[src/cam_consts.svh]
/* Image size and raster timing for the camera to VGA path.
   Included by the video package and by every block that sizes a counter. */
`ifndef CAM_CONSTS_SVH
`define CAM_CONSTS_SVH

// Captured image, stored row by row from address 0
`define IMG_W 32
`define IMG_H 24
`define IMG_PIXELS (`IMG_W * `IMG_H)

// Frame buffer address width, must cover IMG_PIXELS
`define ADDR_W 10

// Raster totals, active area sits top left
`define H_TOTAL 40
`define V_TOTAL 30

// Sync pulses are active low
`define H_SYNC_START 34
`define H_SYNC_LEN 4
`define V_SYNC_START 25
`define V_SYNC_LEN 2

`endif

[src/video_pkg.sv]
/* Pixel and address types shared by capture, frame buffers, filter passes
   and the VGA scanner. */
`include "cam_consts.svh"

package video_pkg;

    // Red in [11:8], green in [7:4], blue in [3:0]
    typedef logic [11:0] rgb444_t;

    // One colour channel or gray level
    typedef logic [3:0] nibble_t;

    // Word address into a frame buffer
    typedef logic [`ADDR_W-1:0] pix_addr_t;

endpackage

[src/gray_converter.sv]
/* Gray pass. Walks frame buffer 1, reading each pixel and writing back
   (r + 2g + b) / 4 in all three channels one cycle later. */
`timescale 1ns/1ps
`include "cam_consts.svh"

module gray_converter
    import video_pkg::*;
(
    input  logic      clk_25_vga,
    input  logic      reset_global,
    input  logic      clear,
    input  logic      run,
    output pix_addr_t rd_addr,
    input  rgb444_t   rd_data,
    output logic      wr_en,
    output pix_addr_t wr_addr,
    output rgb444_t   wr_data,
    output logic      done
);

    localparam pix_addr_t LAST_ADDR = pix_addr_t'(`IMG_PIXELS - 1);

    pix_addr_t  addr;
    pix_addr_t  pend_addr;
    logic       pend;
    logic       walk_end;
    logic [5:0] luma_sum;
    nibble_t    luma;

    always_ff @(posedge clk_25_vga or posedge reset_global) begin
        if (reset_global) begin
            addr      <= '0;
            pend_addr <= '0;
            pend      <= 1'b0;
            walk_end  <= 1'b0;
            done      <= 1'b0;
        end else if (clear) begin
            addr     <= '0;
            pend     <= 1'b0;
            walk_end <= 1'b0;
            done     <= 1'b0;
        end else begin
            // A read issued now is written back next cycle, even if run drops
            pend <= run & ~walk_end;
            done <= pend & (pend_addr == LAST_ADDR);
            if (run && !walk_end) begin
                pend_addr <= addr;
                if (addr == LAST_ADDR) begin
                    walk_end <= 1'b1;
                end else begin
                    addr <= addr + 1'b1;
                end
            end
        end
    end

    assign luma_sum = {2'b00, rd_data[11:8]} + {1'b0, rd_data[7:4], 1'b0}
                    + {2'b00, rd_data[3:0]};
    assign luma     = luma_sum[5:2];

    assign rd_addr = addr;
    assign wr_en   = pend;
    assign wr_addr = pend_addr;
    assign wr_data = {luma, luma, luma};

endmodule

[config.mk]
export PLATFORM = sky130hd
export DESIGN_NAME = gray_converter
export DESIGN_NICKNAME = d
export VERILOG_FILES = /design/src/video_pkg.sv /design/src/gray_converter.sv
export VERILOG_INCLUDE_DIRS = /design/src
export SDC_FILE = /design/constraint.sdc
export NUM_CORES = 1
export LEC_CHECK = 0
export ABC_CLOCK_PERIOD_IN_PS = 2500
export BUFFER_PORTS_ARGS = -buffer_cell sky130_fd_sc_hd__buf_2
export CORE_MARGIN = 3
export CORE_UTILIZATION = 40
export CTS_CLUSTER_SIZE = 12
export DETAILED_ROUTE_END_ITERATION = 8
export PLACE_DENSITY = 0.73
export SYNTH_ARGS = -nofsm -noshare
export SYNTH_HDL_FRONTEND = slang
export SYNTH_SLANG_ARGS = --single-unit
[constraint.sdc]
create_clock -name clk_25_vga -period 2.5 [get_ports clk_25_vga]
set_input_delay 0.25 -clock clk_25_vga [delete_from_list [all_inputs] [get_ports clk_25_vga]]
set_output_delay 0.25 -clock clk_25_vga [all_outputs]
set_load 0.01 [all_outputs]
==> impl_summary.md <==
Status
The run finished with clean final reports.

STA
The post-route clock skew is 0.00398 ns. For the pin with the worst max-slew slack, the measured transition is 0.851 ns. Static timing analysis puts the maximum clock frequency at 444 MHz. The worst-case setup margin in the final layout is 0.250 ns. The max-slew violation count is 0. After layout, the worst path uses 90.0% of the clock period. The hold violation count in the final report is 0. Setup violations remaining at the end of the flow were counted as 0. Setup total negative slack on the finished layout was measured at 0 ns. The max-slew headroom at the worst pin is 43.2%.

The worst path in the final design needs a cycle of 2.25 ns, including I/O delays and setup. Setup repair after global routing left no endpoint under its margin.

Cells and area
The fraction of final layout cells with drive strength greater than 1 is 42.8%. The count of fill cells added during filler insertion is 307. The leading cell type in the layout, fill and taps excluded is buf_2. In the final design database the tool counted 184 nets.

The area taken by multi-input logic gates is 627 sq um. 0 antenna diodes ended up in the layout. The final design area excluding fillers is 1560 sq um.

The layout-stage area growth over the synthesis result is 20.6%. The top cell types in the final layout, fill and taps aside, are 49 x buf_2, 23 x dfrtp_1, 11 x nor2_1. The storage element area is 576 sq um.

Clock network
The sink count of the clock tree is 23. TritonCTS built the clock tree. Buffers added to address setup during post-CTS repair amount to 0.

For the worst-skew pair, the clock arrives at the later sink with an insertion delay of 0.31 ns. The maximum buffer depth of the clock tree is 2. CTS built an H-tree with a depth of 1.

The number of gates resized after CTS is 0. The number of buffers created by CTS is 3. Buffers inserted to repair hold after CTS numbered 0. The clock tree root driver cell is clkbuf_4. After clock tree synthesis, the clock-pin slew on the worst setup and hold paths is 0.12 ns.

Power and ir drop
The cell leakage power is 0.000843 uW. In this run the power density over the cells is 495 nW/um^2. Summing internal, switching and leakage power gives 773 uW. VDD sags by at most 0.229 mV.

Floorplan
The initial core utilization is 42.0%. The region available for standard cell placement spans 3080 sq um. The count of boundary I/O pins is 50. The total number of placement rows is 20. The die covers 3950 sq um. The die boundary width is 62.9 um.

In this run the vertical extent of the chip is 62.9 um.

Route
The post-detailed-route via-to-cell ratio is 5.04. The remaining design rule violation count is 0. The routed wire length per instance is 13.2 um.

The total iterations of the first detailed-routing run is 4. The via count of the routed design is 1023. The detail route stage leaves a number of antenna-violating nets equal to 0. The overall routed net length is 2680 um. The initial DRC count is 53.

Synthesis
The number of library cell types mapped by synthesis is 33. For this run, the number of Yosys warnings is 0. Synthesis produced 115 cells. After synthesis the netlist holds a flip-flop and latch count of 23. Among all flip-flop cells after synthesis, the most frequent one is dfrtp_1. The share of flip-flops with an asynchronous set or reset is 100%.

The mean instance size in the synthesized netlist is 11.2 sq um. For this run, the register share of the synthesized area comes to 44.5%. The number of enable-type register cells in the synthesized netlist is 0. The number of nets in the synthesized netlist is 139. The post-synthesis instance area is 1290 sq um.

Critical path
The critical path goes through buf_2 -> inv_1 -> fa_1 -> and3b_1 -> fa_1 -> a21o_1 -> a21o_1 -> buf_2. The buffer and inverter count on the worst path is 3. STA puts the critical path data required time at 2.25 ns. STA classifies the critical path endpoint as an output port. The worst setup slack for register-to-register paths is 0.70 ns. The slowest library cell on the worst path is fa_1. The kind of cell with the highest combined delay along the critical path is adder cells. STA classifies the critical path startpoint as an input pin. The kind of critical path is in2out. The delay of the slowest critical-path stage is 0.52 ns. The worst endpoint data arrival time is 2.00 ns. The biggest fanout along the worst timing path is 3.

Global routing
The remaining global-route overflow is 0. The via count of the first global-routing pass was 1105. The wire length of the first global-routing pass is 4890 um. Global routing used 15.0% of the available tracks.

Entering global routing, the biggest net connects 24 pins. The initial antenna violation count is 0.

Flow run
The max-cap check violation count is 0.

Hold path
The type of the most critical hold path is in2async.

Place
The worst setup slack after placement is 0.246 ns. The count of input and output buffers is 49. Routability-driven placement finished with a final weighted congestion of 0.950. After detailed placement, the total cell area comes to 1530 sq um.

The half-perimeter wire length after detailed placement is 2130 um.
==> worst reg2reg max path, cell delays in order, from the launching register on <==
cell and delay [ns]:
dfrtp_1 0.51, ha_1 0.24, nand4_1 0.24, o311ai_4 0.43, mux2i_1 0.23, nor2_1 0.05
==> flip-flops by register name, indices dropped and copies added (netlist names) <==
signal and cells:
done 1, walk_end 1, wr_en 1, rd_addr 10, wr_addr 10
==> cell type report <==
| cell class | instances | share of cell area, % |
|---|---|---|
| Tap cell | 44 | 3.53 |
| Sequential cell | 23 | 36.9 |
| Clock inverter | 1 | 0.321 |
| Multi-Input combinational cell | 76 | 40.2 |
| Inverter | 6 | 1.44 |
| Timing Repair Buffer | 50 | 16.2 |
| Clock buffer | 3 | 1.44 |
==> metal layers <==
metal / track usage, % / up-vias / wire length [um]
met3: 1.98 / 3 / 107
met4: 4.96 / 0 / 16
li1: - / 488 / -
met1: 16.9 / 502 / 1050
met2: 28.5 / 30 / 1510
met5: 0 / - / 0
==> cell usage after synthesis, types with 3 or more instances <==
cell,instances,share of area [%]
nor2_1,11,3.2
ha_1,4,3.9
mux2_2,10,8.7
inv_1,6,1.7
xor2_1,4,2.7
nor3_1,4,1.5
nand3_1,4,1.5
nand4_1,3,1.5
a21o_1,3,1.7
buf_4,8,4.6
fa_1,4,6.2
dfrtp_1,23,44
a21oi_1,4,1.5
==> report_power, final <==
group / internal, uW / switching (uW)
clock network: 59.8 / 110
registers: 381 / 11.4
logic: 93.1 / 117
total: 534 / 239
==> stage by stage <==
stage	std cells	hold slack, ns	util, %
3_5_place_dp	199	0.460	49.8
5_1_grt	203	0.157	50.7
4_1_cts	203	0.109	50.7
6_report	203	0.0885	50.7
3_3_place_gp	199	0.437	49.8
2_1_floorplan	115	0.252	-
==> logic make-up (layout without fill, tap and decap cells) <==
| logic type | count (synthesis) | after routing | synth area share, % |
|---|---|---|---|
| DFF | 23 | 23 | 44.5 |
| muxes | 12 | 12 | 10.3 |
| and+or+nand+nor | 35 | 35 | 15.0 |
| adders and majority gates | 8 | 8 | 10.1 |
| AOI/OAI and AO/OA | 15 | 15 | 9.09 |
| xor gates and xnor gates | 6 | 6 | 4.06 |
| buffers and inverters | 16 | 60 | 7.06 |
==> final timing paths <==
path / startpoint / to / depth (start not counted)
min in group clk_25_vga: clear / rd_addr[2]$_DFFE_PP0P_ / 2
worst min register to register: wr_addr[5]$_DFFE_PP0P_ / wr_addr[5]$_DFFE_PP0P_ / 1
max in group asynchronous: reset_global / wr_addr[8]$_DFFE_PP0P_ / 2
worst min-delay path: reset_global / done$_DFF_PP0_ / 2
worst max-delay path: rd_data[1] / wr_data[11] / 8
worst max register to register: rd_addr[0]$_DFFE_PP0P_ / rd_addr[1]$_DFFE_PP0P_ / 5
Power figures use the tool's default switching activity.
