## src/cam_consts.svh

```systemverilog
/* Image size and raster timing for the camera to VGA path.
   Included by the video package and by every block that sizes a counter. */
`ifndef CAM_CONSTS_SVH
`define CAM_CONSTS_SVH

// Captured image, stored row by row from address 0
`define IMG_W 32
`define IMG_H 24
`define IMG_PIXELS (`IMG_W * `IMG_H)

// Frame buffer address width, must cover IMG_PIXELS
`define ADDR_W 10

// Raster totals, active area sits top left
`define H_TOTAL 40
`define V_TOTAL 30

// Sync pulses are active low
`define H_SYNC_START 34
`define H_SYNC_LEN 4
`define V_SYNC_START 25
`define V_SYNC_LEN 2

`endif

```

## src/video_pkg.sv

```systemverilog
/* Pixel and address types shared by capture, frame buffers, filter passes
   and the VGA scanner. */
`include "cam_consts.svh"

package video_pkg;

    // Red in [11:8], green in [7:4], blue in [3:0]
    typedef logic [11:0] rgb444_t;

    // One colour channel or gray level
    typedef logic [3:0] nibble_t;

    // Word address into a frame buffer
    typedef logic [`ADDR_W-1:0] pix_addr_t;

endpackage

```

## src/edge_filter.sv

```systemverilog
/* Edge pass. Reads the gray image in frame buffer 1 and writes
   |left - right| + |up - down|, saturated at 15, into frame buffer 2.
   Border pixels are written as 0. */
`timescale 1ns/1ps
`include "cam_consts.svh"

module edge_filter
    import video_pkg::*;
(
    input  logic      clk_25_vga,
    input  logic      reset_global,
    input  logic      clear,
    input  logic      run,
    output pix_addr_t rd_addr,
    input  rgb444_t   rd_data,
    output logic      wr_en,
    output pix_addr_t wr_addr,
    output rgb444_t   wr_data,
    output logic      done
);

    localparam int X_W = $clog2(`IMG_W);
    localparam int Y_W = $clog2(`IMG_H);
    localparam pix_addr_t LAST_ADDR = pix_addr_t'(`IMG_PIXELS - 1);

    typedef enum logic [2:0] {
        ef_pixel,
        ef_read,
        ef_capture,
        ef_write,
        ef_end
    } ef_state_t;

    ef_state_t      state;
    logic [X_W-1:0] x;
    logic [Y_W-1:0] y;
    pix_addr_t      cur;
    logic [1:0]     nb_sel;
    nibble_t        nb [4];
    logic           border;
    nibble_t        diff_h;
    nibble_t        diff_v;
    logic [4:0]     grad_sum;
    nibble_t        edge_val;

    assign border = (x == '0) || (x == X_W'(`IMG_W - 1))
                 || (y == '0) || (y == Y_W'(`IMG_H - 1));

    // Neighbour order is left, right, up, down
    always_comb begin
        case (nb_sel)
            2'd0:    rd_addr = cur - 1'b1;
            2'd1:    rd_addr = cur + 1'b1;
            2'd2:    rd_addr = cur - pix_addr_t'(`IMG_W);
            default: rd_addr = cur + pix_addr_t'(`IMG_W);
        endcase
    end

    assign diff_h   = (nb[0] > nb[1]) ? nb[0] - nb[1] : nb[1] - nb[0];
    assign diff_v   = (nb[2] > nb[3]) ? nb[2] - nb[3] : nb[3] - nb[2];
    assign grad_sum = {1'b0, diff_h} + {1'b0, diff_v};
    assign edge_val = grad_sum[4] ? 4'hf : grad_sum[3:0];

    assign wr_en   = run && ((state == ef_pixel && border) || state == ef_write);
    assign wr_addr = cur;
    assign wr_data = (state == ef_write) ? {edge_val, edge_val, edge_val} : '0;

    always_ff @(posedge clk_25_vga or posedge reset_global) begin
        if (reset_global) begin
            state  <= ef_pixel;
            x      <= '0;
            y      <= '0;
            cur    <= '0;
            nb_sel <= '0;
            done   <= 1'b0;
        end else if (clear) begin
            state  <= ef_pixel;
            x      <= '0;
            y      <= '0;
            cur    <= '0;
            nb_sel <= '0;
            done   <= 1'b0;
        end else begin
            done <= 1'b0;
            if (wr_en) begin
                // Pixel finished, step to the next one
                if (cur == LAST_ADDR) begin
                    state <= ef_end;
                    done  <= 1'b1;
                end else begin
                    state <= ef_pixel;
                    cur   <= cur + 1'b1;
                    if (x == X_W'(`IMG_W - 1)) begin
                        x <= '0;
                        y <= y + 1'b1;
                    end else begin
                        x <= x + 1'b1;
                    end
                end
            end else if (run) begin
                case (state)
                    ef_pixel: begin
                        nb_sel <= '0;
                        state  <= ef_read;
                    end
                    ef_read:    state <= ef_capture;
                    ef_capture: begin
                        nb_sel <= nb_sel + 1'b1;
                        state  <= (nb_sel == 2'd3) ? ef_write : ef_read;
                    end
                    default: ;
                endcase
            end
        end
    end

    // Gray image, so the red nibble stands for the pixel
    always_ff @(posedge clk_25_vga) begin
        if (run && state == ef_capture) begin
            nb[nb_sel] <= rd_data[11:8];
        end
    end

endmodule

```

## config.mk

```make
export PLATFORM = sky130hd
export DESIGN_NAME = edge_filter
export DESIGN_NICKNAME = d
export VERILOG_FILES = /design/src/video_pkg.sv /design/src/edge_filter.sv
export VERILOG_INCLUDE_DIRS = /design/src
export SDC_FILE = /design/constraint.sdc
export NUM_CORES = 1
export LEC_CHECK = 0
export BUFFER_PORTS_ARGS = -buffer_cell sky130_fd_sc_hd__buf_2
export CORE_UTILIZATION = 52
export DETAILED_ROUTE_END_ITERATION = 10
export PLACE_DENSITY = 0.81
export SETUP_SLACK_MARGIN = 0.4
export SLEW_MARGIN = 40
export SYNTH_ARGS = -nofsm -noshare
export SYNTH_HDL_FRONTEND = slang
export SYNTH_SLANG_ARGS = --single-unit
```

## constraint.sdc

```tcl
create_clock -name clk_25_vga -period 3.14 [get_ports clk_25_vga]
set_input_delay 0.157 -clock clk_25_vga [delete_from_list [all_inputs] [get_ports clk_25_vga]]
set_output_delay 0.157 -clock clk_25_vga [all_outputs]
set_load 0.02 [all_outputs]
```

==> out/results.txt, run 1 <==
count of different cell masters after synthesis -> 53
EDFF count, synth -> 16
Clock power frac -> 0.414
CP Class -> reg -> out
DRT antenna net count -> 0
final setup vio count -> 12
Clock Tree Buf Depth -> 2
initial DRC count -> 160
clock insertion delay at the later pin of the skew report -> 290 ps
final antenna diode count -> 0
area occupied by multi-input gates -> 2030 sq um
post-route cell area -> 3820 sq um
core area -> 6100 sq um
dpl cell area -> 3580 sq um
Final nets -> 458
residual overflow from global routing -> 0
Power Dens Cells -> 318 nW/um^2
num ports -> 50
WP data required -> 2980 ps
residual DRC count -> 0
largest delay contributor family on the critical path -> compound AO/OA/AOI/OAI gates
async set-or-reset flop fraction in the synthesized netlist -> 0.619
Power, Total -> 0.00122 W
routed vias -> 2816
area grow syn2layout -> 13.5%
chip height -> 82.5 um
CP max stage cell -> edfxtp_1
routability-driven placement congestion ratio -> 0.832
first-pass GRT wire length -> 12300 um
CTS tree -> done
final hold viol count -> 0
clock buffer count from CTS -> 5
FILL cells -> 517
cell row count -> 28
ys flop type -> dfrtp_1
VDD IR-drop max -> 0.282 mV
Syn Inst Count -> 376
CTS Sinks -> 42
synthesis-stage register bit count -> 42
top post-synthesis cells by area -> dfrtp_1 (19%), edfxtp_1 (14%), ha_1 (12%)
layout cells sized above 1 -> 0.207
Initial DRT Pass Iterations -> 4
Synth area leader -> dfrtp_1
Sw Pwr -> 0.000281 W
vias per std cell -> 5.87
maxcap violations -> 0
initial core utilization -> 0.553
top-area cell type share of the netlist area -> 0.193
failing checks -> negative setup slack
outcome -> finished, violations left
crit path time final -> 3310 ps
Worst Skew -> 3.82 ps
internal power -> 0.000934 W
post-route setup slack -> -174 ps
Comb pwr share -> 0.109
initial antenna violation count -> 0
die area -> 6810 sq um
crit start category -> flop
switching power share of the total -> 0.231
CP Capture Type -> output port
worst-margin pin slew -> 685 ps
Max Slew Vio Count -> 0
vias in the first global route -> 2729
Synth Cell Area -> 3370 sq um
WL final -> 7230 um
critical path fanouts, max -> 4
register area -> 1130 sq um
YS warnings -> 0
CTS root buf -> clkbuf_8
syn nets -> 430
mean post-synth cell area -> 8.96 sq um
PortBufs -> 41
Max Fclk -> 0.302 GHz
Leakage -> 1.82 nW
chip width -> 82.5 um
unrepaired setup endpoints after global routing -> true
clk slew on worst S/H paths -> 80 ps
post-DP HPWL -> 5050 um
wire length per cell -> 15.1 um
Seq pwr share -> 0.477
gr usage total -> 0.235
Hold WC Path Type -> in -> reg
CP bufs+invs -> 2
sequential area share after synthesis -> 0.336
Worst Path Arrival -> 3160 ps
part of the cycle the worst path needs -> 1.06
CP peak stage delay -> 400 ps
crit-path cells -> ha_2, fa_2, inv_2, a21o_1, a21oi_2, a41oi_2, mux2i_1, xor2_1, ha_1, a21o_1, a21oi_4, a21oi_2, buf_4
Max H-tree Level -> 2
Worst slew margin -> 0.537
pin count of the biggest net entering global routing -> 36
==> worst register-to-register path: stages, from the launching register on <==
cell,delay (ps)
dfrtp_1,410
inv_1,90
ha_1,150
or3b_1,340
a21oi_1,200
o21ai_1,80
a21o_1,180
inv_1,300
and3_1,230
mux2_2,330
==> cells by family after synthesis <==
kind of cell             synth area share
multiplexers                       0.0453
AND/OR/NAND/NOR                     0.184
buffers and inverters              0.0895
flip-flops                          0.336
AO/OA/AOI/OAI                       0.152
adder cells (fa/ha/maj)             0.154
XOR/XNOR                           0.0390
==> Yosys cell counts, types with 5 or more instances <==
library cell and n:
a21o_1 11, a21oi_1 32, and2_1 5, and3_1 8, buf_4 8, clkbuf_1 11, dfrtp_1 26, edfxtp_1 16
fa_1 6, ha_1 32, inv_1 41, mux2_2 6, mux2i_1 7, nand2_1 19, nand3_1 13, nor2_1 28
nor2b_1 7, nor3_1 11, o21ai_0 21, xnor2_1 7, xor2_1 8
==> placed cells by master (no fill, tap or decap), types with 3 or more instances in the layout <==
cell      Yosys  routed
fa_1          6       3
and2_1        5       5
dfrtp_1      26      25
fa_2          0       3
a21oi_2       0       7
a21o_1       11      11
o21ai_0      21      20
clkbuf_8      0       5
nor3_1       11      10
ha_1         32      30
xnor2_1       7       7
buf_2         2      29
and3_1        8       8
nor2_1       28      28
nand2_1      19      19
inv_1        41      39
mux2_2        6       6
nor3b_1       4       4
or3_1         3       3
xor2_1        8       8
nand3_1      13      13
mux2i_1       7       6
nor2b_1       7       7
nand4_1       4       4
a21oi_1      32      24
edfxtp_1     16      16
buf_4         8      16
a221oi_1      3       3
nand2b_1      3       3
==> power by group through the flow <==
stage / clock network (W) / logic, W / registers, W
detailed placement: 0 / 0.000131 / 0.000591
global route: 0.000532 / 0.000149 / 0.000581
CTS: 0.000511 / 0.000133 / 0.000580
global placement: 0 / 0.000127 / 0.000591
finish: 0.000503 / 0.000132 / 0.000580
floorplan: 0 / 0.0000891 / 0.000592
==> final timing paths <==
kind	from	end	slack, ps	cells past startpoint
hold reg to reg	x[3]	x[3]	620	2
min in group asynchronous	reset_global	y[3]	450	3
setup reg to reg	y[0]	wr_addr[4]	710	9
setup / recovery	nb[3][0]	wr_data[5]	-170	13
hold / removal	rd_data[10]	nb[3][2]	100	1
max in group asynchronous	reset_global	wr_addr[5]	2280	3
==> metrics by stage <==
step | utilization | worst slack, ps | setup TNS [ps] | instances | hold WS [ps]
2_1_floorplan | - | 206 | 0 | 376 | 197
3_3_place_gp | 0.587 | 165 | 0 | 468 | 382
3_5_place_dp | 0.587 | 81.9 | 0 | 468 | 239
4_1_cts | 0.620 | -142 | -1590 | 479 | 84.4
5_1_grt | 0.627 | -347 | -4010 | 480 | 84.8
6_report | 0.627 | -174 | -1980 | 480 | 95.7
==> layout make-up <==
type                       count  area share
clock inverter                 3      0.0167
multi-input combinational    267       0.530
clock buffer                   5      0.0180
sequential                    42       0.296
timing repair buffer          47      0.0749
inverter                      41      0.0402
tap                           75      0.0245
==> sequential cells by signal (all words and copies together) (netlist names) <==
| signal | flops |
|---|---|
| nb | 16 |
| nb_sel | 2 |
| wr_addr | 10 |
| y | 5 |
| done | 1 |
| x | 5 |
| state | 3 |
==> repair_timing <==
item	4_1_cts	5_1_grt
hold buffers	1	0
endpoints found under the setup margin	12	13
endpoints found under the hold margin	26	0
cloned	0	0
resized for setup	13	12
setup buffers	2	1
pin swaps	6	2
==> per-layer routing <==
metal	GRT usage	up-vias	wire length, um
met3	0.0385	8	269
met4	0.0621	0	52
li1	-	1365	-
met5	0	-	0
met2	0.438	75	3880
met1	0.280	1368	3030
No activity file was read; power rests on OpenSTA's default activity.
==> inputs of run 2 (changes only) <==
--- a/config.mk
+++ b/config.mk
@@ -11,6 +11,7 @@
 export DETAILED_ROUTE_END_ITERATION = 10
 export PLACE_DENSITY = 0.81
 export SETUP_SLACK_MARGIN = 0.4
+export SKIP_CTS_REPAIR_TIMING = 1
 export SLEW_MARGIN = 40
 export SYNTH_ARGS = -nofsm -noshare
 export SYNTH_HDL_FRONTEND = slang
==> run 2 against run 1 <==
Effect of this change: the flow still finishes with violations (negative setup slack); via count decreased by 0.36%; clock power is essentially flat; global-route usage shrank 0.35 points; die area is the same; clock-buffer cell count unchanged; non-clock buffer count down 1; clock skew barely moved; flip-flop and latch count stayed put; largest cell class unchanged; worst setup slack got worse by 23 ps; sequential power about the same; fmax decreased by 0.69%.
==> out/results.txt, run 2 (synthesis gave the netlist of run 1 again) <==
DRT antenna net count -> 0 (unchanged)
routed vias -> 2806 (was 2816)
CTS Sinks -> 42 (unchanged)
final antenna diode count -> 0 (unchanged)
num ports -> 50 (unchanged)
Power Dens Cells -> 317 nW/um^2 (was 318 nW/um^2)
clock buffer count from CTS -> 5 (unchanged)
CP Class -> reg -> out (unchanged)
post-route setup slack -> -197 ps (was -174 ps)
maxcap violations -> 0 (unchanged)
pin count of the biggest net entering global routing -> 36 (unchanged)
chip height -> 82.5 um (unchanged)
cell row count -> 28 (unchanged)
Largest register FFs -> 16 (unchanged)
PortBufs -> 41 (unchanged)
initial DRC count -> 133 (was 160)
commonest non-fill, non-tap cells in the layout -> inv_1 (39), ha_1 (30), buf_2 (30) (was inv_1 (39), ha_1 (30), buf_2 (29))
layout cells sized above 1 -> 0.205 (was 0.207)
Leakage -> 1.82 nW (about the same)
Worst Skew -> 3.47 ps (was 3.82 ps)
failing checks -> negative setup slack (unchanged)
Max Slew Vio Count -> 0 (unchanged)
area grow syn2layout -> 13.8% (was 13.5%)
CP max stage cell -> edfxtp_1 (unchanged)
first-pass GRT wire length -> 12100 um (was 12300 um)
Met3 Wirelength -> 280 um (was 269 um)
CTS tree -> done (unchanged)
WP data required -> 2980 ps (about the same)
CP Capture Type -> output port (unchanged)
critical path fanouts, max -> 4 (unchanged)
crit start category -> flop (unchanged)
WL final -> 7220 um (was 7230 um)
initial antenna violation count -> 0 (unchanged)
number of cells after detailed placement -> 468 (unchanged)
residual DRC count -> 0 (unchanged)
CP peak stage delay -> 400 ps (about the same)
crit-path cells -> ha_2, fa_2, inv_2, a21o_1, a21oi_2, a41oi_2, mux2i_1, xor2_1, ha_1, a21o_1, a21oi_4, a21oi_2, buf_4 (unchanged)
FILL cells -> 516 (was 517)
Worst Path Arrival -> 3180 ps (was 3160 ps)
clock insertion delay at the later pin of the skew report -> 300 ps (was 290 ps)
VDD IR-drop max -> 0.281 mV (was 0.282 mV)
routed wl met2 -> 3820 um (was 3880 um)
routed length on met1 -> 3060 um (was 3030 um)
initial core utilization -> 0.553 (unchanged)
worst-margin pin slew -> 654 ps (was 685 ps)
Hold WC Path Type -> in -> reg (unchanged)
unrepaired setup endpoints after global routing -> true (unchanged)
wire length per cell -> 15.1 um (about the same)
commonest non-fill, non-tap cell in the layout -> inv_1 (unchanged)
final setup vio count -> 12 (unchanged)
post-route cell area -> 3830 sq um (was 3820 sq um)
routability-driven placement congestion ratio -> 0.832 (unchanged)
chip width -> 82.5 um (unchanged)
die area -> 6810 sq um (unchanged)
crit path time final -> 3340 ps (was 3310 ps)
gr usage total -> 0.232 (was 0.235)
post-DP HPWL -> 5050 um (unchanged)
CTS root buf -> clkbuf_8 (unchanged)
Post-Layout Cell Count -> 479 (was 480)
core area -> 6100 sq um (unchanged)
Max H-tree Level -> 2 (unchanged)
clk slew on worst S/H paths -> 80 ps (about the same)
Final nets -> 457 (was 458)
vias per std cell -> 5.86 (was 5.87)
final hold viol count -> 0 (unchanged)
part of the cycle the worst path needs -> 1.06 (about the same)
vias in the first global route -> 2669 (was 2729)
dpl cell area -> 3580 sq um (unchanged)
outcome -> finished, violations left (unchanged)
Clock Tree Buf Depth -> 2 (unchanged)
Max Fclk -> 0.300 GHz (was 0.302 GHz)
top routing layer in use -> met4 (unchanged)
Worst slew margin -> 0.558 (was 0.537)
Initial DRT Pass Iterations -> 5 (was 4)
Top reg by flops -> nb (unchanged)
minimum setup slack among reg-to-reg paths -> 700 ps (was 710 ps)
residual overflow from global routing -> 0 (unchanged)
-- run 2: cell count changes in the layout (fill, tap and decap cells not counted) --
cell / delta
buf_6: +5
buf_4: -7
buf_2: +1
-- run 2: path summary, 6_finish.rpt --
check	start	end	cells after the start
hold / removal	rd_data[8]	nb[3][0]	1
setup reg to reg	y[0]	wr_addr[4]	9
max in group asynchronous	reset_global	wr_addr[5]	3
setup / recovery	nb[3][0]	wr_data[5]	13
hold reg to reg	y[1]	y[1]	2
min in group asynchronous	reset_global	y[4]	3
-- run 2: metrics by stage --
stage | power, W | setup WS (ps) | hold WS [ps] | utilization | TNS (ps)
after global placement | 0.000718 | 165 | 382 | 0.587 | 0
after CTS | 0.00122 | -250 | -83.2 | 0.609 | -2970
final | 0.00122 | -197 | 93.5 | 0.629 | -2250
after detailed placement | 0.000722 | 81.9 | 239 | 0.587 | 0
after global routing | 0.00126 | -404 | 84.6 | 0.629 | -4290
after floorplan | 0.000681 | 206 | 197 | - | 0
-- run 2: critical path, delay by kind of cell, from the launching register on --
family	cells	cell delay, ps
AO/OA/AOI/OAI	6	980
multiplexers	1	250
adder cells (fa/ha/maj)	3	860
buffers and inverters	2	230
XOR/XNOR	1	170
flip-flops	1	400
-- run 2: layer usage --
metal	up-vias	track usage
met1	1373	0.280
met5	-	0
met3	6	0.0385
met4	0	0.0621
li1	1355	-
met2	72	0.426
-- run 2: area by class of cell --
class / count / area [sq um] / share of cell area
multi-input cells: 267 / 2030 / 0.528
inverters: 41 / 154 / 0.0401
well taps: 75 / 93.8 / 0.0245
repair buffers: 46 / 295 / 0.0770
clock buffers: 5 / 68.8 / 0.0180
flip-flops and latches: 42 / 1130 / 0.295
clock inverters: 3 / 63.8 / 0.0166
-- run 2: power by group --
group / total (W) / switching, W / internal (W)
logic: 0.000133 / 0.0000859 / 0.0000470
clock network: 0.000504 / 0.000189 / 0.000315
registers: 0.000580 / 0.00000698 / 0.000573
total: 0.00122 / 0.000282 / 0.000934
