<file path="src/cam_consts.svh">
/* Image size and raster timing for the camera to VGA path.
   Included by the video package and by every block that sizes a counter. */
`ifndef CAM_CONSTS_SVH
`define CAM_CONSTS_SVH

// Captured image, stored row by row from address 0
`define IMG_W 32
`define IMG_H 24
`define IMG_PIXELS (`IMG_W * `IMG_H)

// Frame buffer address width, must cover IMG_PIXELS
`define ADDR_W 10

// Raster totals, active area sits top left
`define H_TOTAL 40
`define V_TOTAL 30

// Sync pulses are active low
`define H_SYNC_START 34
`define H_SYNC_LEN 4
`define V_SYNC_START 25
`define V_SYNC_LEN 2

`endif

</file>
<file path="src/video_pkg.sv">
/* Pixel and address types shared by capture, frame buffers, filter passes
   and the VGA scanner. */
`include "cam_consts.svh"

package video_pkg;

    // Red in [11:8], green in [7:4], blue in [3:0]
    typedef logic [11:0] rgb444_t;

    // One colour channel or gray level
    typedef logic [3:0] nibble_t;

    // Word address into a frame buffer
    typedef logic [`ADDR_W-1:0] pix_addr_t;

endpackage

</file>
<file path="src/pixel_capture.sv">
/* Camera input side. Packs byte pairs from the camera bus into RGB444 words,
   writes them in raster order to frame buffer 1 and flags each frame end. */
`timescale 1ns/1ps
`include "cam_consts.svh"

module pixel_capture
    import video_pkg::*;
(
    input  logic       clk_25_vga,
    input  logic       reset_global,
    input  logic       cam_vsync,
    input  logic       cam_href,
    input  logic [7:0] cam_data,
    output logic       cap_we,
    output pix_addr_t  cap_addr,
    output rgb444_t    cap_data,
    output logic       frame_done
);

    localparam pix_addr_t LAST_ADDR = pix_addr_t'(`IMG_PIXELS - 1);

    logic      byte_phase;
    logic      frame_full;
    logic      vsync_q;
    pix_addr_t pix_cnt;
    nibble_t   red_q;

    always_ff @(posedge clk_25_vga or posedge reset_global) begin
        if (reset_global) begin
            byte_phase <= 1'b0;
            frame_full <= 1'b0;
            vsync_q    <= 1'b0;
            pix_cnt    <= '0;
            cap_we     <= 1'b0;
            frame_done <= 1'b0;
        end else begin
            vsync_q    <= cam_vsync;
            frame_done <= cam_vsync & ~vsync_q;
            cap_we     <= 1'b0;
            if (cam_vsync) begin
                // Between frames, restart at address 0
                byte_phase <= 1'b0;
                frame_full <= 1'b0;
                pix_cnt    <= '0;
            end else if (cam_href) begin
                byte_phase <= ~byte_phase;
                if (byte_phase) begin
                    cap_we <= ~frame_full;
                    if (pix_cnt == LAST_ADDR) begin
                        frame_full <= 1'b1;
                    end else begin
                        pix_cnt <= pix_cnt + 1'b1;
                    end
                end
            end else begin
                byte_phase <= 1'b0;
            end
        end
    end

    // Pixel assembly, first byte holds red in its low nibble
    always_ff @(posedge clk_25_vga) begin
        if (cam_href && !byte_phase) begin
            red_q <= cam_data[3:0];
        end
        if (cam_href && byte_phase) begin
            cap_addr <= pix_cnt;
            cap_data <= {red_q, cam_data};
        end
    end

endmodule

</file>
<file path="config.mk">
export PLATFORM = sky130hd
export DESIGN_NAME = pixel_capture
export DESIGN_NICKNAME = d
export VERILOG_FILES = /design/src/video_pkg.sv /design/src/pixel_capture.sv
export VERILOG_INCLUDE_DIRS = /design/src
export SDC_FILE = /design/constraint.sdc
export NUM_CORES = 1
export LEC_CHECK = 0
export BUFFER_PORTS_ARGS = -buffer_cell sky130_fd_sc_hd__buf_4
export CORE_AREA = 2 2 56 58
export DETAILED_ROUTE_END_ITERATION = 8
export DIE_AREA = 0 0 58 60
export HOLD_SLACK_MARGIN = 0.02
export PLACE_DENSITY = 0.9
export SYNTH_ARGS = -nofsm -noshare
export SYNTH_HDL_FRONTEND = slang
export SYNTH_SLANG_ARGS = --single-unit
</file>
<file path="constraint.sdc">
create_clock -name clk_25_vga -period 3.9 [get_ports clk_25_vga]
set_input_delay 0.585 -clock clk_25_vga [delete_from_list [all_inputs] [get_ports clk_25_vga]]
set_output_delay 0.585 -clock clk_25_vga [all_outputs]
set_load 0.05 [all_outputs]
</file>
==> reports/metrics.yaml, run 1 <==
yosys:
  synthAdderAreaFrac: 0.00816
  yosysWarnings: 0
  synth-edff-count: 26
  synth_area_um2: 1530
  synthArstFlopShare: 0.366
  synth_compound_area_frac: 0.0644
  synth.avg_cell_area_um2: 16.3
  synth_cell_types: 32
  synth_seq_cells: 41
  synth_top_family_by_area: "simple AND/OR/NAND/NOR gates"
  yosys.area_share.simple: 0.130
  syn_nets: 107
  synthMuxAreaShare: 0.00653
  yosysSeqAreaShare: 0.754
  synthXorXnorAreaFrac: 0.0171
  netlist_instances: 94
  ys.flop_type: "edfxtp_1"
placed_design:
  dp.cells: 160
  io_buffers: 35
  dp_hpwl_um: 1800
  dpl_cell_area_um2: 1810
  gp_congestion: 0.765
layout:
  nets: 147
  design_area_um2: 1870
  final_cell_mix: "buf_4, edfxtp_1, dfrtp_1, a21oi_1"
  n_antenna_cell: 0
  final_common_cell: "buf_4"
  layout-drive-gt1-share: 0.363
  final_cell_count_no_fill: 168
  areaGrowthSynthToFinish_pct: 21.6
clock_network:
  clock_sinks: 41
  cts_tree: "yes"
  cts_max_level: 2
  cts_made_buffers: 5
  holdBufCountCts: 0
  ctsResizeCount: 0
  clk_pin_slew_ns: 0.11
  clockBufferDepth: 2
  clkLatencyLatePin_ns: 0.34
  post_cts_buffers: 0
  root_buffer: "clkbuf_4"
grt:
  grt_max_degree: 27
  grt_pass1_wl_um: 4020
  overflow: 0
  antenna_found_initial: 0
  grt_pass1_vias: 937
  track_usage: 0.162
setup_path:
  critical_path.startpoint: "byte_phase"
  critPathLaunchType: "flop"
  crit_required_ns: 4.17
  cp.arrival_ns: 1.98
  worstReg2RegStart: "byte_phase"
  cp_max_fo: 26
  critical_path_class: "reg2reg"
  cp-end-kind: "flop"
sta:
  setup_viol: 0
  rsz0062_at_grt: "no"
  whs_ns: 0.300
  period_minus_slack_ns: 1.71
  slew_headroom: 0.608
  tightest_slew_ns: 0.587
  finalCritPeriodShare: 0.439
  slew_violations: 0
  final-hold-violation-count: 0
  finClkSkew_ns: 0.00409
  fmax_mhz: 583
  tns_ns: 0
routing:
  drtAntennaViolNets: 0
  viasPerCell: 5.68
  firstDrtPassIters: 4
  vias: 954
  drt_iter0_markers: 27
  drc: 0
  wl_per_cell_um: 15.3
  wirelength_um: 2570
floorplan:
  die_x_um: 58
  coreArea_um2: 2900
  start_util: 0.528
  num_io_pins: 36
  rows: 20
  die-area_um2: 3480
  die_y_um: 60
hold_path:
  hold_class: "in2async"
pwr:
  p_leak_nw: 0.759
  fin_total_pwr_uw: 732
  ir_drop_v: 0.000257
  p_per_area_nw_per_um2: 393
run:
  cap_violations: 0
status:
  status: "complete, no violations"
cell type report:
| class | count | area (µm²) |
|---|---|---|
| Clock buffer | 6 | 41.3 |
| Clock inverter | 2 | 10.0 |
| Fill cell | 220 | 1040 |
| Inverter | 2 | 7.51 |
| Multi-Input combinational cell | 49 | 347 |
| Sequential cell | 41 | 1160 |
| Tap cell | 33 | 41.3 |
| Timing Repair Buffer | 35 | 263 |
per-layer routing:
metal,up-vias,global-route usage,share of wire
met4,0,0.0963,0.017
met3,7,0.0606,0.096
met5,-,0,0
met1,461,0.156,0.37
met2,49,0.292,0.51
li1,437,-,-
critical path, stage by stage (launching register included):
cell,delay (ns)
dfrtp_1,0.39
and2_4,0.39
nand4_4,0.18
or4_1,0.52
a21oi_1,0.16
sequential cells by signal, summed over array words and instances, names as in the netlist:
| signal | flops |
|---|---|
| cap_addr | 10 |
| frame_done | 1 |
| pix_cnt | 10 |
| vsync_q | 1 |
| cap_we | 1 |
| red_q | 4 |
| frame_full | 1 |
| cap_data | 12 |
| byte_phase | 1 |
worst paths after layout:
| kind | endpoint | slack (ns) | depth (start not counted) |
|---|---|---|---|
| max in group asynchronous | frame_done | 3.22 | 2 |
| min in group clk_25_vga | frame_done | 0.41 | 1 |
| setup / recovery | pix_cnt[5] | 2.19 | 4 |
| hold / removal | pix_cnt[2] | 0.30 | 2 |
| setup reg to reg | pix_cnt[5] | 2.19 | 4 |
| hold reg to reg | frame_done | 0.41 | 1 |
synthesized netlist by cell type, drive strengths merged (2+ instances only):
cell type	n	area share
edfxtp	26	0.51
dfrtp	15	0.24
a21oi	6	0.020
nor2	5	0.012
nand2	4	0.0098
o31ai	4	0.023
or4	3	0.015
xor2	3	0.017
and3	2	0.0082
and4	2	0.012
inv	2	0.0049
nand4	2	0.022
nor2b	2	0.0082
nor3	2	0.0098
o211ai	2	0.0098
or3	2	0.0082
report_power, final:
group	internal (mW)	switching (mW)	total, mW
combinational	0.0189	0.0413	0.0602
clock	0.0687	0.124	0.193
sequential	0.475	0.00426	0.479
total	0.562	0.170	0.732
stage by stage:
stage | utilization | setup slack [ns]
after global routing | 0.643 | 2.09
after detailed placement | 0.625 | 1.90
after global placement | 0.625 | 1.98
after floorplan | - | 2.15
final | 0.643 | 2.19
after CTS | 0.643 | 2.17
cells by family after synthesis:
kind of cell,after synthesis
adders and majority gates,1
and+or+nand+nor,29
xor gates and xnor gates,3
buffers and inverters,4
AOI/OAI and AO/OA,15
DFF,41
muxes,1
(Power assumes the default switching activity.)
==> run 2: changes to the inputs <==
--- a/config.mk
+++ b/config.mk
@@ -7,11 +7,11 @@
 export NUM_CORES = 1
 export LEC_CHECK = 0
 export BUFFER_PORTS_ARGS = -buffer_cell sky130_fd_sc_hd__buf_4
-export CORE_AREA = 2 2 56 58
+export CORE_AREA = 2 2 58 60
 export DETAILED_ROUTE_END_ITERATION = 8
-export DIE_AREA = 0 0 58 60
+export DIE_AREA = 0 0 60 62
 export HOLD_SLACK_MARGIN = 0.02
-export PLACE_DENSITY = 0.9
+export PLACE_DENSITY = 0.85
 export SYNTH_ARGS = -nofsm -noshare
 export SYNTH_HDL_FRONTEND = slang
 export SYNTH_SLANG_ARGS = --single-unit
==> constraint.sdc (replaced) <==
create_clock -name clk_25_vga -period 1.7 [get_ports clk_25_vga]
set_input_delay 0.255 -clock clk_25_vga [delete_from_list [all_inputs] [get_ports clk_25_vga]]
set_output_delay 0.255 -clock clk_25_vga [all_outputs]
set_load 0.05 [all_outputs]
==> reports/metrics.yaml, run 2 (synthesis gave the netlist of run 1 again) <==
status:
  status: "complete, no violations"
setup_path:
  r2r_slack_ns: 0.15  # -2.03 ns
  worstPathCellList: "ha_1, and4_2, nand3_1, or3_1, a21oi_1"
  critPathLaunchType: "flop"
  critical_path_class: "reg2reg"
  slowest_delay_ns: 0.40  # -0.12 ns
  r2r_end: "pix_cnt[8]"
  cp-end-kind: "flop"
  path_depth: 5  # +1
  rr_worst_depth: 5  # +1
  path_delay_family: "simple AND/OR/NAND/NOR gates"
  critical-path-slowest-cell: "dfrtp_1"
  worst-path-buf-inv: 0  # unchanged
  cp_max_fo: 5  # -81%
  cp.arrival_ns: 1.82  # -0.16 ns
  crit_required_ns: 1.98  # -2.19 ns
  worstReg2RegStart: "pix_cnt[1]"
floorplan:
  rows: 21  # +5.0%
  die_y_um: 62  # +3.3%
  num_io_pins: 36  # unchanged
  die-area_um2: 3720  # +6.9%
  die_x_um: 60  # +3.4%
  start_util: 0.482  # -0.0460
  coreArea_um2: 3180  # +9.5%
layout:
  n_antenna_cell: 0  # unchanged
  seqCellArea_um2: 1160  # unchanged
  areaGrowthSynthToFinish_pct: 26.3
  regMostFlops: "cap_data"
  final_cell_count_no_fill: 185  # +10%
  reg.largest.list: "cap_data: 12 flops, cap_addr: 10 flops, pix_cnt: 10 flops"
  n_fill_cell: 228  # +3.6%
  multi_input_area_um2: 347  # unchanged
  largest_register_ffs: 12  # unchanged
  nets: 151  # +2.7%
  final_cell_mix: "buf_4, edfxtp_1, dfrtp_1, a21oi_1"
  final_common_cell: "buf_4"
  layout-drive-gt1-share: 0.367  # +0.00394
grt:
  track_usage: 0.157  # -0.00512
  antenna_found_initial: 0  # unchanged
  grt_pass1_wl_um: 4060  # +0.87%
  grt_max_degree: 26  # -3.7%
  overflow: 0  # unchanged
  grt_pass1_vias: 922  # -1.6%
routing:
  wl_per_cell_um: 13.8  # -9.6%
  viasPerCell: 5.08  # -11%
  wirelength_um: 2550  # -0.47%
  vias: 940  # -1.5%
  drt_iter0_markers: 20  # -26%
  drc: 0  # unchanged
  firstDrtPassIters: 4  # unchanged
  drtAntennaViolNets: 0  # unchanged
clock_network:
  root_buffer: "clkbuf_4"
  cts_made_buffers: 5  # unchanged
  cts_max_level: 2  # unchanged
  clk_pin_slew_ns: 0.11  # about the same
  cts_tree: "yes"
  clockBufferDepth: 2  # unchanged
  clock_sinks: 41  # unchanged
  clkLatencyLatePin_ns: 0.35  # about the same
hold_path:
  hold_end: "cap_data[7]"
  whs_path_depth: 1
  hold_class: "in2reg"
  hold_start: "cam_data[7]"
placed_design:
  io_buffers: 35  # unchanged
  gp_congestion: 0.815  # +6.5%
  dp.cells: 175  # +9.4%
  dp_hpwl_um: 1800  # +0.37%
pwr:
  p_leak_nw: 0.787  # +3.7%
  p_per_area_nw_per_um2: 950  # +140%
  ir_drop_v: 0.000544  # +110%
sta:
  finalCritPeriodShare: 0.910  # +0.470
  slew_violations: 0  # unchanged
  rsz0062_at_grt: "no"
  tns_ns: 0  # unchanged
  fmax_mhz: 647  # +11%
  slew_headroom: 0.609  # about the same
  period_minus_slack_ns: 1.55  # -0.168 ns
  finClkSkew_ns: 0.00405  # -0.0000417 ns
  tightest_slew_ns: 0.586  # -0.000671 ns
  setup_viol: 0  # unchanged
  final-hold-violation-count: 0  # unchanged
run:
  cap_violations: 0  # unchanged
-- run 2: cell type report --
| class | instances | share of cell area |
|---|---|---|
| well taps | 46 | 0.0297 |
| clock buffers | 6 | 0.0213 |
| repair buffers | 39 | 0.152 |
| clock inverters | 2 | 0.0174 |
| inverters | 2 | 0.00387 |
| multi-input cells | 49 | 0.179 |
| flip-flops and latches | 41 | 0.597 |
-- run 2: stage by stage --
step                      utilization  area, µm²  setup WS (ns)  hold WS, ns  power (mW)
final                           0.610       1940          0.154       0.0755        1.84
after floorplan                     -       1530          0.201        0.156        1.21
after detailed placement        0.580       1850          0.115        0.358        1.26
after global routing            0.610       1940         0.0415       0.0476        1.91
after CTS                       0.607       1930         0.0841       0.0552        1.86
after global placement          0.580       1850          0.195        0.348        1.26
-- run 2: layer usage --
metal / track usage / routed length, µm
met5: 0 / 0
met4: 0.0825 / 67
met3: 0.0580 / 142
met2: 0.273 / 1310
met1: 0.166 / 1030
-- run 2: what timing repair did --
action,in CTS,in global routing
setup endpoints to repair,0,1
buffers inserted,0,1
hold endpoints to repair,15,0
hold buffers,1,0
resized for setup,0,0
-- run 2: worst register-to-register path, delay by kind of cell, from the launching register on --
family	cells	cell delay, ns
AOI/OAI and AO/OA	1	0.15
DFF	1	0.40
adders and majority gates	1	0.21
and+or+nand+nor	3	0.71
-- run 2: worst max-delay path by stage --
stage	start	end	slack (ns)
floorplan	byte_phase	pix_cnt[5]	0.20
global placement	pix_cnt[1]	pix_cnt[5]	0.20
detailed placement	pix_cnt[1]	pix_cnt[8]	0.11
CTS	pix_cnt[1]	pix_cnt[8]	0.08
global route	pix_cnt[3]	pix_cnt[9]	0.04
finish	pix_cnt[1]	pix_cnt[8]	0.15
-- run 2: power breakdown --
group	leakage [nW]	total, mW	internal (mW)	switching, mW
Clock	0.0399	0.597	0.306	0.291
Sequential	0.436	1.10	1.09	0.00822
Combinational	0.311	0.146	0.0478	0.0979
Total	0.787	1.84	1.44	0.398
==> run 3: changes to the inputs <==
--- a/config.mk
+++ b/config.mk
@@ -7,11 +7,11 @@
 export NUM_CORES = 1
 export LEC_CHECK = 0
 export BUFFER_PORTS_ARGS = -buffer_cell sky130_fd_sc_hd__buf_4
-export CORE_AREA = 2 2 58 60
+export CORE_AREA = 2 2 61 63
 export DETAILED_ROUTE_END_ITERATION = 8
-export DIE_AREA = 0 0 60 62
+export DIE_AREA = 0 0 63 65
 export HOLD_SLACK_MARGIN = 0.02
-export PLACE_DENSITY = 0.85
+export PLACE_DENSITY = 0.81
 export SYNTH_ARGS = -nofsm -noshare
 export SYNTH_HDL_FRONTEND = slang
 export SYNTH_SLANG_ARGS = --single-unit
==> constraint.sdc (replaced) <==
create_clock -name clk_25_vga -period 1.4 [get_ports clk_25_vga]
set_input_delay 0.21 -clock clk_25_vga [delete_from_list [all_inputs] [get_ports clk_25_vga]]
set_output_delay 0.21 -clock clk_25_vga [all_outputs]
set_load 0.05 [all_outputs]
==> reports/metrics.yaml, run 3 (synthesis gave the netlist of run 1 again) <==
grt:
  track_usage: 0.162  # +0.00522
  met2_usage: 0.293  # +0.0193
  overflow: 0  # unchanged
  grt_pass1_vias: 1062  # +15%
  use_met1: 0.166  # +0.000301
  grt_busiest_layer: "met2"
  use_met3: 0.0573  # -0.000679
  antenna_found_initial: 0  # unchanged
  grt_max_degree: 20  # -23%
  grt_pass1_wl_um: 4890  # +20%
routing:
  wirelength_um: 3390  # +33%
  vias: 1066  # +13%
  wl_per_cell_um: 16.2  # +18%
  viasPerCell: 5.10  # +0.38%
  drc: 0  # unchanged
  drtAntennaViolNets: 0  # unchanged
  firstDrtPassIters: 4  # unchanged
  drt_iter0_markers: 36  # +80%
setup_path:
  critical-path-slowest-cell: "or4_1"
  crit_required_ns: 1.67  # -0.31 ns
  worstPathCellList: "and4_1, nand2_1, or4_1, a21oi_1"
  rr_worst_depth: 4  # -1
  worstReg2RegStart: "pix_cnt[4]"
  critPathLaunchType: "flop"
  cp.arrival_ns: 1.77  # -0.05 ns
  r2r_slack_ns: -0.1  # -0.25 ns
  slowest_delay_ns: 0.49  # +0.09 ns
  critical_path_class: "reg2reg"
  r2r_end: "pix_cnt[9]"
  cp_max_fo: 4  # -1
  cp-end-kind: "flop"
clock_network:
  cts_max_level: 2  # unchanged
  root_buffer: "clkbuf_4"
  clkLatencyLatePin_ns: 0.35  # about the same
  cts_tree: "yes"
  clockBufferDepth: 2  # unchanged
  cts_made_buffers: 5  # unchanged
  clk_pin_slew_ns: 0.13  # +0.02 ns
  clock_sinks: 41  # unchanged
floorplan:
  die_x_um: 63  # +5.0%
  die_y_um: 65  # +4.8%
  num_io_pins: 36  # unchanged
  die-area_um2: 4100  # +10%
  start_util: 0.439  # -0.0437
  coreArea_um2: 3500  # +10%
  rows: 22  # +4.8%
layout:
  n_antenna_cell: 0  # unchanged
  seqCellArea_um2: 1160  # +0.11%
  utilization: 0.633  # +0.0232
  design_area_um2: 2210  # +14%
  multi_input_area_um2: 433  # +25%
  regMostFlops: "cap_data"
  n_fill_cell: 241  # +5.7%
  final_cell_mix: "buf_4, edfxtp_1, dfrtp_1"
  areaGrowthSynthToFinish_pct: 44.2
  largest_register_ffs: 12  # unchanged
  nets: 173  # +15%
  final_common_cell: "buf_4"
  reg.largest.list: "cap_data: 12 flops, cap_addr: 10 flops, pix_cnt: 10 flops"
  layout-drive-gt1-share: 0.503  # +0.136
placed_design:
  dp_hpwl_um: 2000  # +11%
  io_buffers: 35  # unchanged
  gp_congestion: 0.784  # -3.7%
  dpl_cell_area_um2: 1940  # +5.2%
  dp_slack_ns: -0.0194  # -0.134 ns
sta:
  setup_viol: 6  # +6
  tns_ns: -0.212  # -0.212 ns
  period_minus_slack_ns: 1.50  # -0.0468 ns
  tightest_slew_ns: 0.617  # +0.0310 ns
  fmax_mhz: 667  # +3.1%
  finalWorstSetupSlack_ns: -0.0996  # -0.253 ns
  finClkSkew_ns: 0.0128  # +0.00874 ns
  slew_violations: 0  # unchanged
  final-hold-violation-count: 0  # unchanged
  rsz0062_at_grt: "yes"
  slew_headroom: 0.588  # -0.0207
  finalCritPeriodShare: 1.07  # +0.161
hold_path:
  hold_class: "in2reg"
  hold_start: "cam_data[1]"
  hold_end: "red_q[1]"
  whs_path_depth: 1  # unchanged
run:
  cap_violations: 0  # unchanged
status:
  status: "finished, violations left"
  violations: "negative setup slack"
pwr:
  ir_drop_v: 0.000475  # -13%
  fin_total_pwr_mw: 2.28  # +24%
  p_leak_nw: 0.940  # +19%
  p_per_area_nw_per_um2: 1030  # +8.6%
[run 3: through the flow]
stage / std cells / hold slack (ns)
floorplan: 94 / 0.111
global placement: 188 / 0.296
detailed placement: 188 / 0.319
CTS: 201 / 0.0281
global route: 209 / 0.0242
finish: 209 / 0.0438
[run 3: critical path, delay by kind of cell (launching register included)]
| family | cells | cell delay, ns |
|---|---|---|
| and+or+nand+nor | 3 | 0.81 |
| DFF | 1 | 0.47 |
| AOI/OAI and AO/OA | 1 | 0.15 |
[run 3: layout make-up]
cell class                 instances  area share
sequential                        41       0.523
timing repair buffer              61       0.216
multi-input combinational         49       0.196
tap                               48      0.0271
clock buffer                       6      0.0187
clock inverter                     2      0.0158
inverter                           2     0.00339
[run 3: layer usage]
layer	wire length (µm)	share of wire
met5	0	0
met3	248	0.073
met2	1840	0.54
met4	66	0.019
met1	1230	0.36
[run 3: what timing repair did]
item | CTS | global route
setup buffers | 4 | 4
hold buffers | 1 | 4
resized for setup | 0 | 16
pin swaps | 6 | 12
setup endpoints to repair | 9 | 10
hold endpoints to repair | 15 | 4
[run 3: power breakdown]
| group | internal (mW) | leakage, nW | total (mW) | switching [mW] |
|---|---|---|---|---|
| logic | 0.0685 | 0.463 | 0.193 | 0.124 |
| registers | 1.32 | 0.434 | 1.33 | 0.0120 |
| clock network | 0.374 | 0.0422 | 0.753 | 0.379 |
[run 3: how the worst max path moves through the flow]
stage,start,end,slack [ns],cells past startpoint
after global routing,pix_cnt[4],pix_cnt[9],-0.11,4
after floorplan,pix_cnt[0],pix_cnt[8],-0.04,5
after detailed placement,pix_cnt[1],pix_cnt[5],-0.02,5
after global placement,pix_cnt[5],pix_cnt[9],0.01,4
after CTS,pix_cnt[1],pix_cnt[5],-0.06,5
final,pix_cnt[4],pix_cnt[9],-0.1,4
